### config.mk
export PLATFORM = sky130hd
export DESIGN_NAME = renameCore
export DESIGN_NICKNAME = d
export VERILOG_FILES = /design/src/verilog/renamePkg.sv /design/src/verilog/reorderBuffer.sv /design/src/verilog/freeList.sv /design/src/verilog/mapTable.sv /design/src/verilog/archMapTable.sv /design/src/verilog/renameControl.sv /design/src/verilog/renameCore.sv
export SDC_FILE = /design/constraint.sdc
export NUM_CORES = 1
export LEC_CHECK = 0
export ABC_AREA = 1
export BUFFER_PORTS_ARGS = -buffer_cell sky130_fd_sc_hd__buf_4
export CORE_ASPECT_RATIO = 1.2
export CORE_MARGIN = 4
export CORE_UTILIZATION = 45
export DETAILED_ROUTE_END_ITERATION = 8
export PLACE_DENSITY = 0.73
export REMOVE_ABC_BUFFERS = 1
export SYNTH_ARGS = -nofsm -noshare
export SYNTH_HDL_FRONTEND = slang
export SYNTH_HIERARCHICAL = 1
export SYNTH_SLANG_ARGS = --single-unit
### constraint.sdc
create_clock -name clock -period 6.2 [get_ports clock]
set_clock_uncertainty 0.1 [all_clocks]
set_input_delay 0.93 -clock clock [delete_from_list [all_inputs] [get_ports clock]]
set_output_delay 0.93 -clock clock [all_outputs]
set_load 0.02 [all_outputs]
### src/verilog/renamePkg.sv
package renamePkg;

  // reorder buffer depth, one slot always stays empty
  localparam int numRob = 8;

  // architectural register file size
  localparam int numArch = 8;

  // one tag per register plus one per in-flight instruction,
  // so the free list cannot run dry while the buffer has room
  localparam int numPhys = numArch + numRob;

  // index widths
  localparam int robIdxW = $clog2(numRob);
  localparam int archRegW = $clog2(numArch);
  localparam int physTagW = $clog2(numPhys);
  localparam int freePtrW = $clog2(numPhys);

  // reorder buffer slot index
  typedef logic [robIdxW-1:0] robIdxT;

  // architectural register number
  typedef logic [archRegW-1:0] archRegT;

  // physical register tag
  typedef logic [physTagW-1:0] physTagT;

  // free list ring pointer, wraps naturally
  typedef logic [freePtrW-1:0] freePtrT;

  // reset state:
  // architectural register r maps to tag r,
  // tags numArch .. numPhys-1 start out free in ascending order

endpackage

### src/verilog/reorderBuffer.sv
`timescale 1ns/1ps

module reorderBuffer
  import renamePkg::*;
(
  input  logic    clock,
  input  logic    reset,
  input  logic    dispatchFire,
  input  logic    retireFire,
  input  logic    squash,
  input  archRegT destReg,
  input  logic    halt,
  input  physTagT physTag,
  input  physTagT oldPhysTag,
  input  logic    completeEn,
  input  robIdxT  completeIdx,
  input  robIdxT  rollbackIdx,
  output robIdxT  robIdx,
  output robIdxT  headIdx,
  output logic    robFull,
  output logic    headReady,
  output logic    rollbackHit,
  output archRegT retireDest,
  output physTagT retireTag,
  output physTagT retireOldTag,
  output logic    halted
);

  // per-entry status bits
  logic [numRob-1:0] entryValid;
  logic [numRob-1:0] entryComplete;

  // per-entry payload
  logic [numRob-1:0] entryHalt;
  archRegT entryDest [numRob];
  physTagT entryTag [numRob];
  physTagT entryOldTag [numRob];

  // oldest entry and next free slot
  robIdxT head;
  robIdxT tail;

  // squash bookkeeping
  robIdxT squashSpan;
  robIdxT offset [numRob];
  logic [numRob-1:0] killMask;

  // new instruction lands at the tail
  assign robIdx = tail;
  assign headIdx = head;

  // one slot kept empty so full and empty differ
  assign robFull = (robIdxT'(tail + 1'b1) == head);

  assign headReady = entryValid[head] && entryComplete[head];
  assign rollbackHit = entryValid[rollbackIdx];

  // retire data straight from the head entry
  assign retireDest = entryDest[head];
  assign retireTag = entryTag[head];
  assign retireOldTag = entryOldTag[head];
  assign halted = retireFire && entryHalt[head];

  // distance from the branch to the old tail
  assign squashSpan = tail - rollbackIdx;

  // kill everything strictly younger than the branch, wrapping around
  always_comb begin
    for (int i = 0; i < numRob; i++) begin
      offset[i] = robIdxT'(i) - rollbackIdx;
      killMask[i] = (offset[i] != '0) && (offset[i] < squashSpan);
    end
  end

  // pointers and status bits
  always_ff @(posedge clock) begin
    if (reset) begin
      head <= '0;
      tail <= '0;
      entryValid <= '0;
      entryComplete <= '0;
    end else begin
      // completion by index from the execution side
      if (completeEn) begin
        entryComplete[completeIdx] <= 1'b1;
      end
      if (dispatchFire) begin
        entryValid[tail] <= 1'b1;
        entryComplete[tail] <= 1'b0;
        tail <= tail + 1'b1;
      end
      if (retireFire) begin
        entryValid[head] <= 1'b0;
        head <= head + 1'b1;
      end
      // dispatch is blocked while rolling back, so the tail has one writer
      if (squash) begin
        for (int i = 0; i < numRob; i++) begin
          if (killMask[i]) begin
            entryValid[i] <= 1'b0;
          end
        end
        tail <= rollbackIdx + 1'b1;
      end
    end
  end

  // payload written at dispatch
  always_ff @(posedge clock) begin
    if (dispatchFire) begin
      entryDest[tail] <= destReg;
      entryTag[tail] <= physTag;
      entryOldTag[tail] <= oldPhysTag;
      entryHalt[tail] <= halt;
    end
  end

endmodule

### src/verilog/freeList.sv
`timescale 1ns/1ps

module freeList
  import renamePkg::*;
(
  input  logic    clock,
  input  logic    reset,
  input  logic    dispatchFire,
  input  logic    retireFire,
  input  logic    recover,
  input  physTagT retireOldTag,
  output physTagT physTag
);

  // ring of free tags
  physTagT ring [numPhys];

  // speculative head, tail, and committed head
  freePtrT readPtr;
  freePtrT writePtr;
  freePtrT archReadPtr;
  freePtrT archReadNext;

  // next tag to hand out
  assign physTag = ring[readPtr];

  // every retire commits one allocation, since every instruction allocates
  assign archReadNext = retireFire ? freePtrT'(archReadPtr + 1'b1) : archReadPtr;

  // ring contents
  always_ff @(posedge clock) begin
    if (reset) begin
      for (int i = 0; i < numRob; i++) begin
        ring[i] <= physTagT'(numArch + i);
      end
    end else if (retireFire) begin
      // freed tag goes in behind the last free one
      ring[writePtr] <= retireOldTag;
    end
  end

  // pointers
  always_ff @(posedge clock) begin
    if (reset) begin
      readPtr <= '0;
      writePtr <= freePtrT'(numRob);
      archReadPtr <= '0;
    end else begin
      archReadPtr <= archReadNext;
      if (retireFire) begin
        writePtr <= writePtr + 1'b1;
      end
      // recover comes with the branch retire, so take the updated pointer
      if (recover) begin
        readPtr <= archReadNext;
      end else if (dispatchFire) begin
        readPtr <= readPtr + 1'b1;
      end
    end
  end

  // squashed allocations sit between archReadPtr and readPtr; writePtr
  // stays numRob ahead of archReadPtr so they are never overwritten

endmodule

### src/verilog/mapTable.sv
`timescale 1ns/1ps

module mapTable
  import renamePkg::*;
(
  input  logic    clock,
  input  logic    reset,
  input  logic    dispatchFire,
  input  archRegT destReg,
  input  physTagT physTag,
  input  logic    recover,
  input  physTagT archMap [numArch],
  output physTagT oldPhysTag
);

  // speculative mapping, one tag per architectural register
  physTagT specMap [numArch];

  // previous mapping of the destination, read in the dispatch cycle
  assign oldPhysTag = specMap[destReg];

  always_ff @(posedge clock) begin
    if (reset) begin
      // identity mapping out of reset
      for (int r = 0; r < numArch; r++) begin
        specMap[r] <= physTagT'(r);
      end
    end else if (recover) begin
      // throw away the speculative state
      for (int r = 0; r < numArch; r++) begin
        specMap[r] <= archMap[r];
      end
    end else if (dispatchFire) begin
      specMap[destReg] <= physTag;
    end
  end

endmodule

### src/verilog/archMapTable.sv
`timescale 1ns/1ps

module archMapTable
  import renamePkg::*;
(
  input  logic    clock,
  input  logic    reset,
  input  logic    retireFire,
  input  archRegT retireDest,
  input  physTagT retireTag,
  output physTagT archMap [numArch]
);

  // committed mapping
  physTagT committed [numArch];

  // recovery happens on the branch's own retire,
  // so the retiring write is forwarded into the view
  always_comb begin
    for (int r = 0; r < numArch; r++) begin
      if (retireFire && (retireDest == archRegT'(r))) begin
        archMap[r] = retireTag;
      end else begin
        archMap[r] = committed[r];
      end
    end
  end

  always_ff @(posedge clock) begin
    if (reset) begin
      for (int r = 0; r < numArch; r++) begin
        committed[r] <= physTagT'(r);
      end
    end else if (retireFire) begin
      committed[retireDest] <= retireTag;
    end
  end

endmodule

### src/verilog/renameControl.sv
`timescale 1ns/1ps

module renameControl
  import renamePkg::*;
(
  input  logic   clock,
  input  logic   reset,
  input  logic   dispatchEn,
  input  logic   rollbackEn,
  input  robIdxT rollbackIdx,
  input  logic   robFull,
  input  logic   headReady,
  input  robIdxT headIdx,
  input  logic   rollbackHit,
  output logic   dispatchReady,
  output logic   dispatchFire,
  output logic   retireFire,
  output logic   squash,
  output logic   recover
);

  typedef enum logic {
    idle,
    draining
  } stateT;

  stateT state;

  // branch we are waiting on
  robIdxT branchIdx;

  // no dispatch while draining or with seven in flight
  assign dispatchReady = (state == idle) && !robFull;
  assign dispatchFire = dispatchEn && dispatchReady && !rollbackEn;

  // no retire stall
  assign retireFire = headReady;

  // rollback of an empty slot is ignored
  assign squash = rollbackEn && rollbackHit;

  // branch reaches the head and retires, state is architectural again
  assign recover = retireFire && (state == draining) && (headIdx == branchIdx);

  always_ff @(posedge clock) begin
    if (reset) begin
      state <= idle;
      branchIdx <= '0;
    end else if (recover) begin
      // a squash now can only hit the retiring branch itself
      state <= idle;
    end else if (squash) begin
      state <= draining;
      branchIdx <= rollbackIdx;
    end
  end

endmodule

### src/verilog/renameCore.sv
`timescale 1ns/1ps

module renameCore
  import renamePkg::*;
(
  input  logic    clock,
  input  logic    reset,
  input  logic    dispatchEn,
  input  archRegT destReg,
  input  logic    halt,
  input  logic    completeEn,
  input  robIdxT  completeIdx,
  input  logic    rollbackEn,
  input  robIdxT  rollbackIdx,
  output logic    dispatchReady,
  output robIdxT  robIdx,
  output physTagT physTag,
  output physTagT oldPhysTag,
  output logic    retireValid,
  output archRegT retireDest,
  output physTagT retireTag,
  output physTagT retireOldTag,
  output logic    halted
);

  // control strobes
  logic dispatchFire;
  logic squash;
  logic recover;

  // buffer status back to control
  logic robFull;
  logic headReady;
  logic rollbackHit;
  robIdxT headIdx;

  // committed map, source for recovery
  physTagT archMap [numArch];

  // retireValid doubles as the retire strobe
  renameControl control (
    .clock(clock),
    .reset(reset),
    .dispatchEn(dispatchEn),
    .rollbackEn(rollbackEn),
    .rollbackIdx(rollbackIdx),
    .robFull(robFull),
    .headReady(headReady),
    .headIdx(headIdx),
    .rollbackHit(rollbackHit),
    .dispatchReady(dispatchReady),
    .dispatchFire(dispatchFire),
    .retireFire(retireValid),
    .squash(squash),
    .recover(recover)
  );

  reorderBuffer rob (
    .clock(clock),
    .reset(reset),
    .dispatchFire(dispatchFire),
    .retireFire(retireValid),
    .squash(squash),
    .destReg(destReg),
    .halt(halt),
    .physTag(physTag),
    .oldPhysTag(oldPhysTag),
    .completeEn(completeEn),
    .completeIdx(completeIdx),
    .rollbackIdx(rollbackIdx),
    .robIdx(robIdx),
    .headIdx(headIdx),
    .robFull(robFull),
    .headReady(headReady),
    .rollbackHit(rollbackHit),
    .retireDest(retireDest),
    .retireTag(retireTag),
    .retireOldTag(retireOldTag),
    .halted(halted)
  );

  freeList freeTags (
    .clock(clock),
    .reset(reset),
    .dispatchFire(dispatchFire),
    .retireFire(retireValid),
    .recover(recover),
    .retireOldTag(retireOldTag),
    .physTag(physTag)
  );

  mapTable specMap (
    .clock(clock),
    .reset(reset),
    .dispatchFire(dispatchFire),
    .destReg(destReg),
    .physTag(physTag),
    .recover(recover),
    .archMap(archMap),
    .oldPhysTag(oldPhysTag)
  );

  archMapTable commitMap (
    .clock(clock),
    .reset(reset),
    .retireFire(retireValid),
    .retireDest(retireDest),
    .retireTag(retireTag),
    .archMap(archMap)
  );

endmodule

Word level (Yosys, flattened, before mapping)
Memories as Yosys holds them, arrays and structs flattened. A register that Yosys moved wholly into a read port is not among the register bits. Index checks and enable logic that the tools add are counted.

Add/subtract/negate cells: 15. $lt $le $gt $ge: 15. Equality and inequality tests: 9. Mux-type cells: 81. Bitwise operators: 16. Reduce and logical (&&, ||, !) cells: 45.

Operators by type and width (count): $mux 4 (25); $mux 8 (7); $mux 1 (31); $mux 3 (10); $logic_and 1x1->1 (27); $lt 3x3->1 (8); $reduce_bool 3->1 (8); $and 8x8->8 (2); $lt 3x4->1 const B (4); $not 8->8 (2); $or 8x8->8 (2); $add 4x1->4 const B (3); $bmux 1 s3 (4); $eq 3x3->1 const B (4); $reduce_or 4->1 (3); $sub 3x3->3 const A (4); $add 3x1->3 const B (3); $demux 1 s3 (3); $ge 3x1->1 const B (3); $bwmux 8 (1); $or 1x1->1 (8); $eq 3x2->1 const B (2); $eq 3x3->1 (2); $sub 1x3->3 const A (2); 9 further kinds (13).

Register bits: 46. Memory bits (writable): 216. Bits of input ports: 15. Output and inout port bits: 25. Word-level logic and storage cells: 197. Memories: 6.

Memories: freeTags.ring (depth 16, width 4, read ports 1, clocked after memory_dff 1, wr ports 8, RTL line freeList.sv:16) `physTagT ring [numPhys];`; commitMap.committed (depth 8, width 4, read ports 8, clocked after memory_dff 0, wr ports 8, RTL line archMapTable.sv:15) `physTagT committed [numArch];`; rob.entryOldTag (depth 8, width 4, read ports 1, clocked after memory_dff 1, wr ports 1, RTL line reorderBuffer.sv:37) `physTagT entryOldTag [numRob];`; rob.entryTag (depth 8, width 4, read ports 1, clocked after memory_dff 1, wr ports 1, RTL line reorderBuffer.sv:36) `physTagT entryTag [numRob];`; specMap.specMap (depth 8, width 4, read ports 1, clocked after memory_dff 0, wr ports 8, RTL line mapTable.sv:17) `physTagT specMap [numArch];`; rob.entryDest (depth 8, width 3, read ports 1, clocked after memory_dff 1, wr ports 1, RTL line reorderBuffer.sv:35) `archRegT entryDest [numRob];`.

Longest topological paths before layout
Gate-level depths: netlist (run 1).

Depth in word-level cells: 12. Gate-level depth with buffers: 19.

Modules after synthesis
Netlist (run 1), hierarchy kept.

Modules (own cells, without submodules): reorderBuffer (instances 1, cells each 564, area an instance 5540.3 µm², seq. area each 3383.2 µm²); freeList (instances 1, cells each 416, area an instance 3779.9 µm², seq. area each 2242.2 µm²); mapTable (instances 1, cells each 288, area an instance 2143.3 µm², seq. area each 960.9 µm²); archMapTable (instances 1, cells each 222, area an instance 1755.4 µm², seq. area each 960.9 µm²); renameControl (instances 1, cells each 48, area an instance 262.8 µm², seq. area each 80.1 µm²).

Least setup slack after synthesis (run 1)
No wires, ideal clock.

Path kind: reg2reg. Start point: register rob.tail[1] (netlist: rob/robIdx[1]). End point: memory rob/entryDest[3][0] in the netlist's numbering (enable). Arrival: 3.388 ns. Data required time: 5.699 ns. Path slack: 2.311 ns. Cell stages (with the launch flop): 10. Buffers on the path: 0. Clock period less this slack: 3.889 ns. Path through: dfxtp_1 > ha_1 > xor2_1 > xor2_1 > nor3_1 > nor2_1 > nand2_1 > nor2_1 > nand2_2 > nor3_1.

Longest elaborated chain between the ends: 8.

RTL lines: start, declared (RTL line reorderBuffer.sv:41) `robIdxT tail;`; start signal, assigned (RTL line reorderBuffer.sv:90) `tail <= tail + 1'b1;`; start signal, assigned (RTL line reorderBuffer.sv:103) `tail <= rollbackIdx + 1'b1;`; $add 3x1->3 (RTL line reorderBuffer.sv:53) `assign robFull = (robIdxT'(tail + 1'b1) == head);`; $eq 3x3->1 (RTL line reorderBuffer.sv:53); net robFull (RTL line renameCore.sv:32) `logic robFull;`; $logic_not 1->1 (RTL line renameControl.sv:33) `assign dispatchReady = (state == idle) && !robFull;`; $logic_and 1x1->1 (RTL line renameControl.sv:33); net dispatchReady (RTL line renameCore.sv:15) `output logic dispatchReady,`; $logic_and 1x1->1 (2 in a row) (RTL line renameControl.sv:34) `assign dispatchFire = dispatchEn && dispatchReady && !rollbackEn;`; net dispatchFire (RTL line renameCore.sv:27) `logic dispatchFire;`; $mux 1 (RTL line reorderBuffer.sv:110) `if (dispatchFire) begin`; $mux 1 (not written as such) (RTL line reorderBuffer.sv:111) `entryDest[tail] <= destReg;`; end, declared (RTL line reorderBuffer.sv:35).

The timed path passes the listed nets, and every way through them passes these cells.

Worst setup path after layout (run 1)
Start point: register rob.head[0] (netlist: rob/headIdx[0]). End point: output port halted.

Longest elaborated chain between the ends: 4. Elaborated cells between the ends (all ways): 8. Those cells by class: 6 x mux; 2 x reduce/logical.

RTL lines: start, declared (RTL line reorderBuffer.sv:40) `robIdxT head;`; start signal, assigned (RTL line reorderBuffer.sv:94) `head <= head + 1'b1;`; $bmux 1 s3 (RTL line reorderBuffer.sv:55) `assign headReady = entryValid[head] && entryComplete[head];`; $mux 1 (not written as such) (RTL line reorderBuffer.sv:55); $logic_and 1x1->1 (RTL line reorderBuffer.sv:55); $logic_and 1x1->1 (*) (RTL line reorderBuffer.sv:62) `assign halted = retireFire && entryHalt[head];`; end, declared (RTL line renameCore.sv:23) `output logic halted`.

Mark *: on every way between the ends. The rest lies on a longest branch, timed or not. The select of a mux whose other input is x is not followed.

==> metrics.txt, run 1 <==
XOR/XNOR Fraction of Synth Area 0.390%; first-pass GRT wire length 49.4 mm; Slew @ Worst Pin 943 ps; Area contributors post-synth edfxtp_1, nand2_1, dfxtp_1; # fillers 2,663; startpoint types flip-flop; Post-synth top flop edfxtp_1; Syn Area/Cell 8.77 um^2; Total Routing Usage GR 18.2%; Synth warnings 6; final design utilization 50.0%; routed wire length 30.5 mm; ANT cells 0; Design Power 3.91 mW; die area 0.0328 mm^2; largest family of logic cells by synthesized area simple AND/OR/NAND/NOR gates; CP max FO 18; Arr. time, crit path 3140 ps; Max VDD drop 0.000177 V; TritonCTS clock tree built; Clock Latency Late Sink 530 ps; buffers added on ports 39; Initial Utilization 45.5%; dpl cell area 0.0140 mm^2; non-filler cells, final 1,967; hold path cells 2; Final Wtd Congestion 0.893; DP HPWL 20.9 mm; count leader, synth nand2_1; outcome completed; Worst path slowest cell dfxtp_1; clock-pin transition on the worst setup and hold timing paths 70 ps; Synth Area in Adders 2.28%; die height 198 um; final worst setup slack 2030 ps; Simple-Gate Fraction of Synth Area 26.2%; Horiz. Die Dim 166 um; final hold violation count 0; Critical Path Sink Type output pin; cell area after layout 0.0148 mm^2; initial antenna violation count 0; setup TNS 0 ps; Final Setup Violations 0; sequential-to-total area share from yosys stat 56.6%; clk sinks 269; global route overflow 0; CTS buffer count 26; max_cap viols 0; Slew headroom 36.9%; post-CTS sizing 0; H-tree Lvls 1; Final Critical Period 4170 ps; required time of the critical path 5170 ps; DRT antenna net count 0; Seq cells post-synth 269; total number of vias 10.2k; Synth area leader edfxtp_1; Netlist Area Pre-Place 0.0135 mm^2; peak per-stage delay on the critical path 670 ps; PD cells 264 mW/mm^2; Leak 6.22 nW; DRT iter0 DRCs 726; # nets final 1,596; WL/cell 15.5 um; DP Cell Count 1,919; postcts setup bufs 0; clock buffer depth 3; I/O pins 40; Unique masters post-synth 42; Gate Count Post-Synth 1,538; clk root buf clkbuf_16; pin count of the biggest net entering global routing 46; hold buffer count at CTS 0; worst hold path type reg2reg; fin. max-slew vios 0; Rows 69; WS Path Type reg2out; Core Area 0.0296 mm^2; post-synthesis compound-gate area fraction 6.39%; post-synthesis mux area share 0%; final hold slack 410 ps; share of cells above drive strength 1 9.96%; vias in the first global route 9,890; Synth top cells by count nand2_1, edfxtp_1, inv_1; R2R depth 17; vias per std cell 5.17; RSZ-0062 raised after global routing no; number of flops mapped to enable cells by yosys 224; post-synth top area share 49.9%; pre-CTS WS 2330 ps; Max Freq 0.240 GHz; Area Overhead vs Synth 9.90%; FFs w/ async S/R, synth 0%; Remaining DRCs 0; 1st-pass router iterations 5; crit-path cells inv_1 > a21oi_1 > o21ai_0 > nand2_1 > nor2_1 > nor2_1 > buf_4 > inv_1 > a31oi_1 > buf_4; final period utilization 67.2%
## placed cells by master (no fill, tap or decap), types with 6 or more instances in the layout
master	n
nand2_1	449
edfxtp_1	224
inv_1	173
nor2_1	167
nand3_1	134
o21ai_0	93
buf_4	48
dfxtp_1	45
a21oi_1	40
clkbuf_16	27
ha_1	23
inv_2	21
nor3_1	14
o21ai_1	14
nor2_4	12
nor2_2	12
or2_2	11
clkbuf_1	9
o211ai_1	7
nand4_1	6
## where the power goes
| group | internal, mW | switching, mW | total [mW] |
|---|---|---|---|
| clock network | 0.849 | 0.658 | 1.51 |
| logic | 0.103 | 0.279 | 0.382 |
| registers | 2.00 | 0.0207 | 2.03 |
| total | 2.96 | 0.957 | 3.91 |
## critical path, delay by kind of cell, from the launching register on
kind	cells	cell delay (ps)
AO/OA/AOI/OAI	3	490
buffers and inverters	4	930
flip-flops	1	670
AND/OR/NAND/NOR	3	490
## layer usage
layer | wire length [um] | vias to the layer above | GRT usage (%)
li1 | - | 5045 | -
met4 | 853 | 0 | 5.72
met2 | 15700 | 307 | 34.2
met1 | 12200 | 4738 | 21.6
met3 | 1720 | 71 | 2.56
met5 | 0 | - | 0
## flip-flops by register name, summed over array words and instances (netlist names), named ones only
signal and cells:
rob/entryHalt 8, rob/entryDest 24, rob/headIdx 3, freeTags/writePtr 4, rob/entryValid 8, specMap/specMap 32
rob/entryTag 32, rob/entryOldTag 32, freeTags/archReadPtr 4, rob/robIdx 3, commitMap/committed 32, control/branchIdx 3
freeTags/readPtr 4, freeTags/ring 64, control/state 1, rob/entryComplete 8
## path summary, 6_finish.rpt
| path | from | to | slack, ps |
|---|---|---|---|
| min | rob/entryComplete[1] | rob/entryComplete[1] | 410 |
| max reg2reg | rob/headIdx[0] | specMap/specMap[2][1] | 2310 |
| min reg2reg | rob/entryComplete[1] | rob/entryComplete[1] | 410 |
| max | rob/headIdx[0] | halted | 2030 |
## cells by family after synthesis
group                    after synthesis
adder cells (fa/ha/maj)               24
AND/OR/NAND/NOR                      822
AO/OA/AOI/OAI                        164
XOR/XNOR                               6
buffers and inverters                253
flip-flops                           269
## area by class of cell
cell class	count	area, um^2	area share, %
sequential	269	7630	51.5
multi-input combinational	1016	4780	32.3
inverter	196	743	5.02
clock buffer	36	709	4.79
tap	390	488	3.29
timing repair buffer	48	360	2.43
clock inverter	12	108	0.726
Power figures use the tool's default switching activity.
==> run 2, diff against run 1 <==
==> constraint.sdc (replaced) <==
create_clock -name clock -period 3.9 [get_ports clock]
set_clock_uncertainty 0.1 [all_clocks]
set_input_delay 0.585 -clock clock [delete_from_list [all_inputs] [get_ports clock]]
set_output_delay 0.585 -clock clock [all_outputs]
set_load 0.02 [all_outputs]
==> run 2 against run 1 <==
  * Clock power rose by 54%
  * Combinational power up 63%
  * Non-clock buffer count is 12 higher
  * Clock-buffer cell count is 3 higher
  * Sequential share of layout area shrank 0.23 points
  * Flip-flop and latch count did not move
  * Design area up 0.44%
  * Critical endpoint unchanged
  * First-iteration DRC count increased by 5.2%
  * Register-to-register slack worse by 1800 ps
==> metrics.txt, run 2 (synthesis gave the netlist of run 1 again) <==
Psw 1.48 mW; RSZ-0062 raised after global routing no; DRT antenna net count 0; CP max FO 16; Final Wtd Congestion 0.934; # nets final 1,609; die height 198 um; Remaining DRCs 0; max_cap viols 0; ANT cells 0; largest register by flop count freeTags/ring; Core Area 0.0296 mm^2; sequential power share 52.2%; final worst setup slack 436 ps; CTS buffer count 27; PD cells 415 mW/mm^2; final design utilization 50.3%; share of cells above drive strength 1 10.4%; fin. max-slew vios 0; final period utilization 88.8%; die area 0.0328 mm^2; Leak 6.28 nW; initial antenna violation count 0; Design Power 6.17 mW; R2R depth 12; Comb pwr share 10.1%; final hold slack 220 ps; Final Critical Period 3460 ps; total number of vias 10.1k; buffers added on ports 39; vias per std cell 5.10; r2r startpoint rob/robIdx[0]; Max VDD drop 0.000370 V; r2r setup slk 500 ps; startpoint types flip-flop; sw frac 23.9%; setup TNS 0 ps; Initial Utilization 45.5%; 1st-pass router iterations 5; Area Overhead vs Synth 10.4%; outcome completed; pre-CTS WS 544 ps; Rows 69; WS Path Type reg2out; Slew headroom 50.4%; most frequent cells in the layout nand2_1, edfxtp_1, inv_1; WL/cell 15.8 um; Slew @ Worst Pin 743 ps; H-tree Lvls 1; first-pass GRT wire length 49.7 mm; worst hold path type in2reg; clock-pin transition on the worst setup and hold timing paths 70 ps; clk sinks 269; post-CTS sizing 0; Total Routing Usage GR 18.7%; Max Freq 0.289 GHz; Worst Hold End rob/entryHalt[5]; hold buffer count at CTS 0; vias in the first global route 9,915; Largest register FFs 64; TritonCTS clock tree built; Clock power frac 37.7%; final hold violation count 0; I/O pins 40; clock buffer depth 3; cell-internal power 4.69 mW; pin count of the biggest net entering global routing 35; Arr. time, crit path 2780 ps; # fillers 2,732; clk root buf clkbuf_16; Final Setup Violations 0; R2R Path End rob/entryDest[0][2]; routed wire length 31.3 mm; hold path cells 1; Critical Path Sink Type output pin; most common cell after layout, fill and taps aside nand2_1; start point of the worst hold path halt; required time of the critical path 3210 ps; DP HPWL 22.1 mm; postcts setup bufs 0; Clock Latency Late Sink 520 ps; global route overflow 0; DRT iter0 DRCs 764; Horiz. Die Dim 166 um
==> run 2: how the worst max path moves through the flow <==
stage / start / to
2_1_floorplan: rob/robIdx[1] / rob/entryDest[5][0]
3_3_place_gp: rob/robIdx[1] / rob/entryTag[0][0]
3_5_place_dp: rob/robIdx[0] / rob/entryTag[0][2]
4_1_cts: flip-flop / retireTag[1]
5_1_grt: flip-flop / retireTag[1]
6_report: rob/headIdx[1] / halted
==> run 2: power by group through the flow <==
| stage | Sequential (mW) | Combinational (mW) | Clock [mW] |
|---|---|---|---|
| floorplan | 3.28 | 0.368 | 0 |
| global placement | 3.28 | 0.606 | 0 |
| detailed placement | 3.28 | 0.622 | 0 |
| CTS | 3.22 | 0.624 | 2.38 |
| global route | 3.23 | 0.693 | 2.50 |
| finish | 3.22 | 0.623 | 2.33 |
==> run 2: through the flow <==
step / cell area (um^2) / instances
2_1_floorplan: 13100 / 1481
3_3_place_gp: 14100 / 1931
3_5_place_dp: 14100 / 1931
4_1_cts: 14900 / 1979
5_1_grt: 14900 / 1979
6_report: 14900 / 1979
==> run 2: per-layer routing <==
metal | global-route usage, % | share of wire, %
met1 | 21.3 | 39
met2 | 36.2 | 53
met3 | 2.36 | 5.2
met4 | 5.78 | 2.4
met5 | 0 | 0
==> run 2: cell type report <==
class	count	area [um^2]	share of cell area (%)
Multi-Input combinational cell	1016	4770	32.1
Clock inverter	9	46.3	0.311
Tap cell	390	488	3.28
Clock buffer	39	752	5.05
Inverter	196	743	4.99
Sequential cell	269	7630	51.3
Timing Repair Buffer	60	450	3.03
==> run 2: worst max-delay path: stages (launching register included) <==
cell     delay (ps)
dfxtp_1         420
nor2_1          370
o21ai_0         140
o21ai_0         190
nor2_1           60
nor2_1          140
buf_4           260
inv_1           160
a31oi_1         300
buf_4           210
==> run 3, diff against run 2 <==
--- a/config.mk
+++ b/config.mk
@@ -7,6 +7,7 @@
 export LEC_CHECK = 0
 export ABC_AREA = 1
 export BUFFER_PORTS_ARGS = -buffer_cell sky130_fd_sc_hd__buf_4
+export CAP_MARGIN = 15
 export CORE_ASPECT_RATIO = 1.2
 export CORE_MARGIN = 4
 export CORE_UTILIZATION = 45
==> constraint.sdc (replaced) <==
create_clock -name clock -period 3.95 [get_ports clock]
set_clock_uncertainty 0.1 [all_clocks]
set_input_delay 0.5925 -clock clock [delete_from_list [all_inputs] [get_ports clock]]
set_output_delay 0.5925 -clock clock [all_outputs]
set_load 0.02 [all_outputs]
==> run 3 against run 2 <==
  * Sequential power fell by 2%
  * Die area unchanged
  * Critical path depth shrank 3
  * Combinational power fell by 0.6%
  * First-iteration DRC count increased by 14%
  * Global-route usage fell by 0.30 points
  * Largest cell class unchanged
==> metrics.txt, run 3 (synthesis gave the netlist of run 1 again) <==
startpoint types flip-flop; Arr. time, crit path 2810 ps; CP max FO 25; I/O pins 40; global route overflow 0; final hold slack 207 ps; die area 0.0328 mm^2; final worst setup slack 450 ps; outcome completed; CTS buffer count 28; H-tree Lvls 1; Area Overhead vs Synth 11.6%; Final Setup Violations 0; Largest register FFs 64; vias in the first global route 9,923; # fillers 2,701; worst hold path type in2reg; hold path cells 1; clock-pin transition on the worst setup and hold timing paths 60 ps; Horiz. Die Dim 166 um; Remaining DRCs 0; clk root buf clkbuf_16; TritonCTS clock tree built; Total Routing Usage GR 18.4%; non-filler cells, final 1,985; Critical Path Sink Type output pin; PD cells 430 mW/mm^2; hold buffer count at CTS 0; final hold violation count 0; DRT antenna net count 0; routed wire length 30.8 mm; clock buffer depth 3; WL/cell 15.5 um; required time of the critical path 3260 ps; RSZ-0062 raised after global routing no; Clock Latency Late Sink 540 ps; share of cells above drive strength 1 10.9%; Slew @ Worst Pin 803 ps; DP HPWL 21.4 mm; ANT cells 0; Final Critical Period 3500 ps; DRT iter0 DRCs 868; Rows 69; vias per std cell 5.16; Slew headroom 46.4%; Max VDD drop 0.000304 V; buffers added on ports 39; Design Power 6.47 mW; most common cell after layout, fill and taps aside nand2_1; final period utilization 88.6%; # nets final 1,612; 1st-pass router iterations 8; postcts setup bufs 0; Max Freq 0.286 GHz; initial antenna violation count 0; post-CTS sizing 0; Core Area 0.0296 mm^2; setup TNS 0 ps; WS Path Type reg2out; Final Wtd Congestion 0.881; die height 198 um; r2r setup slk 590 ps; Leak 6.36 nW; max_cap viols 0; DP Cell Count 1,933; Initial Utilization 45.5%; clk sinks 269; largest register by flop count freeTags/ring; pin count of the biggest net entering global routing 35; total number of vias 10.2k; fin. max-slew vios 0; most frequent cells in the layout nand2_1, edfxtp_1, inv_1; pre-CTS WS 619 ps; R2R depth 12; first-pass GRT wire length 49.1 mm
[run 3: changes by cell type in the layout (fill, tap and decap cells not counted), sizes merged]
cell,previous run,this run
bufinv,0,4
buf,60,62
clkinv,8,9
inv,196,197
clkinvlp,1,2
clkbuf,39,36
[run 3: per-layer routing]
metal	vias up	track usage, %	share of wire (%)
met3	74	2.60	5.5
met5	-	0	0
met2	325	35.1	53
met1	4764	21.2	39
met4	0	5.75	2.5
li1	5081	-	-
[run 3: worst paths after layout]
| path | to | startpoint |
|---|---|---|
| hold / removal | rob/entryHalt[2] | halt |
| hold reg to reg | rob/entryComplete[4] | rob/entryComplete[4] |
| setup / recovery | retireTag[2] | flip-flop |
| setup reg to reg | rob/entryDest[0][2] | rob/robIdx[1] |
[run 3: final cells by class]
class                      instances  area (um^2)  area share [%]
sequential                       269         7630            50.7
tap                              390          488            3.24
inverter                         196          743            4.94
multi-input combinational       1016         4770            31.7
clock inverter                    16          186            1.24
timing repair buffer              62          465            3.09
clock buffer                      36          762            5.06
[run 3: where the power goes]
part	total [mW]	internal [mW]	switching [mW]
Clock	2.68	1.62	1.06
Sequential	3.17	3.15	0.0287
Combinational	0.619	0.173	0.446
Total	6.47	4.94	1.53
[run 3: metrics by stage]
| stage | util [%] | area [um^2] |
|---|---|---|
| 5_1_grt | 50.8 | 15000 |
| 3_5_place_dp | 47.6 | 14100 |
| 6_report | 50.8 | 15000 |
| 2_1_floorplan | - | 13100 |
| 3_3_place_gp | 47.6 | 14100 |
| 4_1_cts | 50.8 | 15000 |
[run 3: critical path, stage by stage, from the launching register on]
cell	delay, ps
dfxtp_1	840
buf_4	370
o21ai_0	110
o21ai_0	150
nand2_1	70
nand2_1	470
buf_4	260
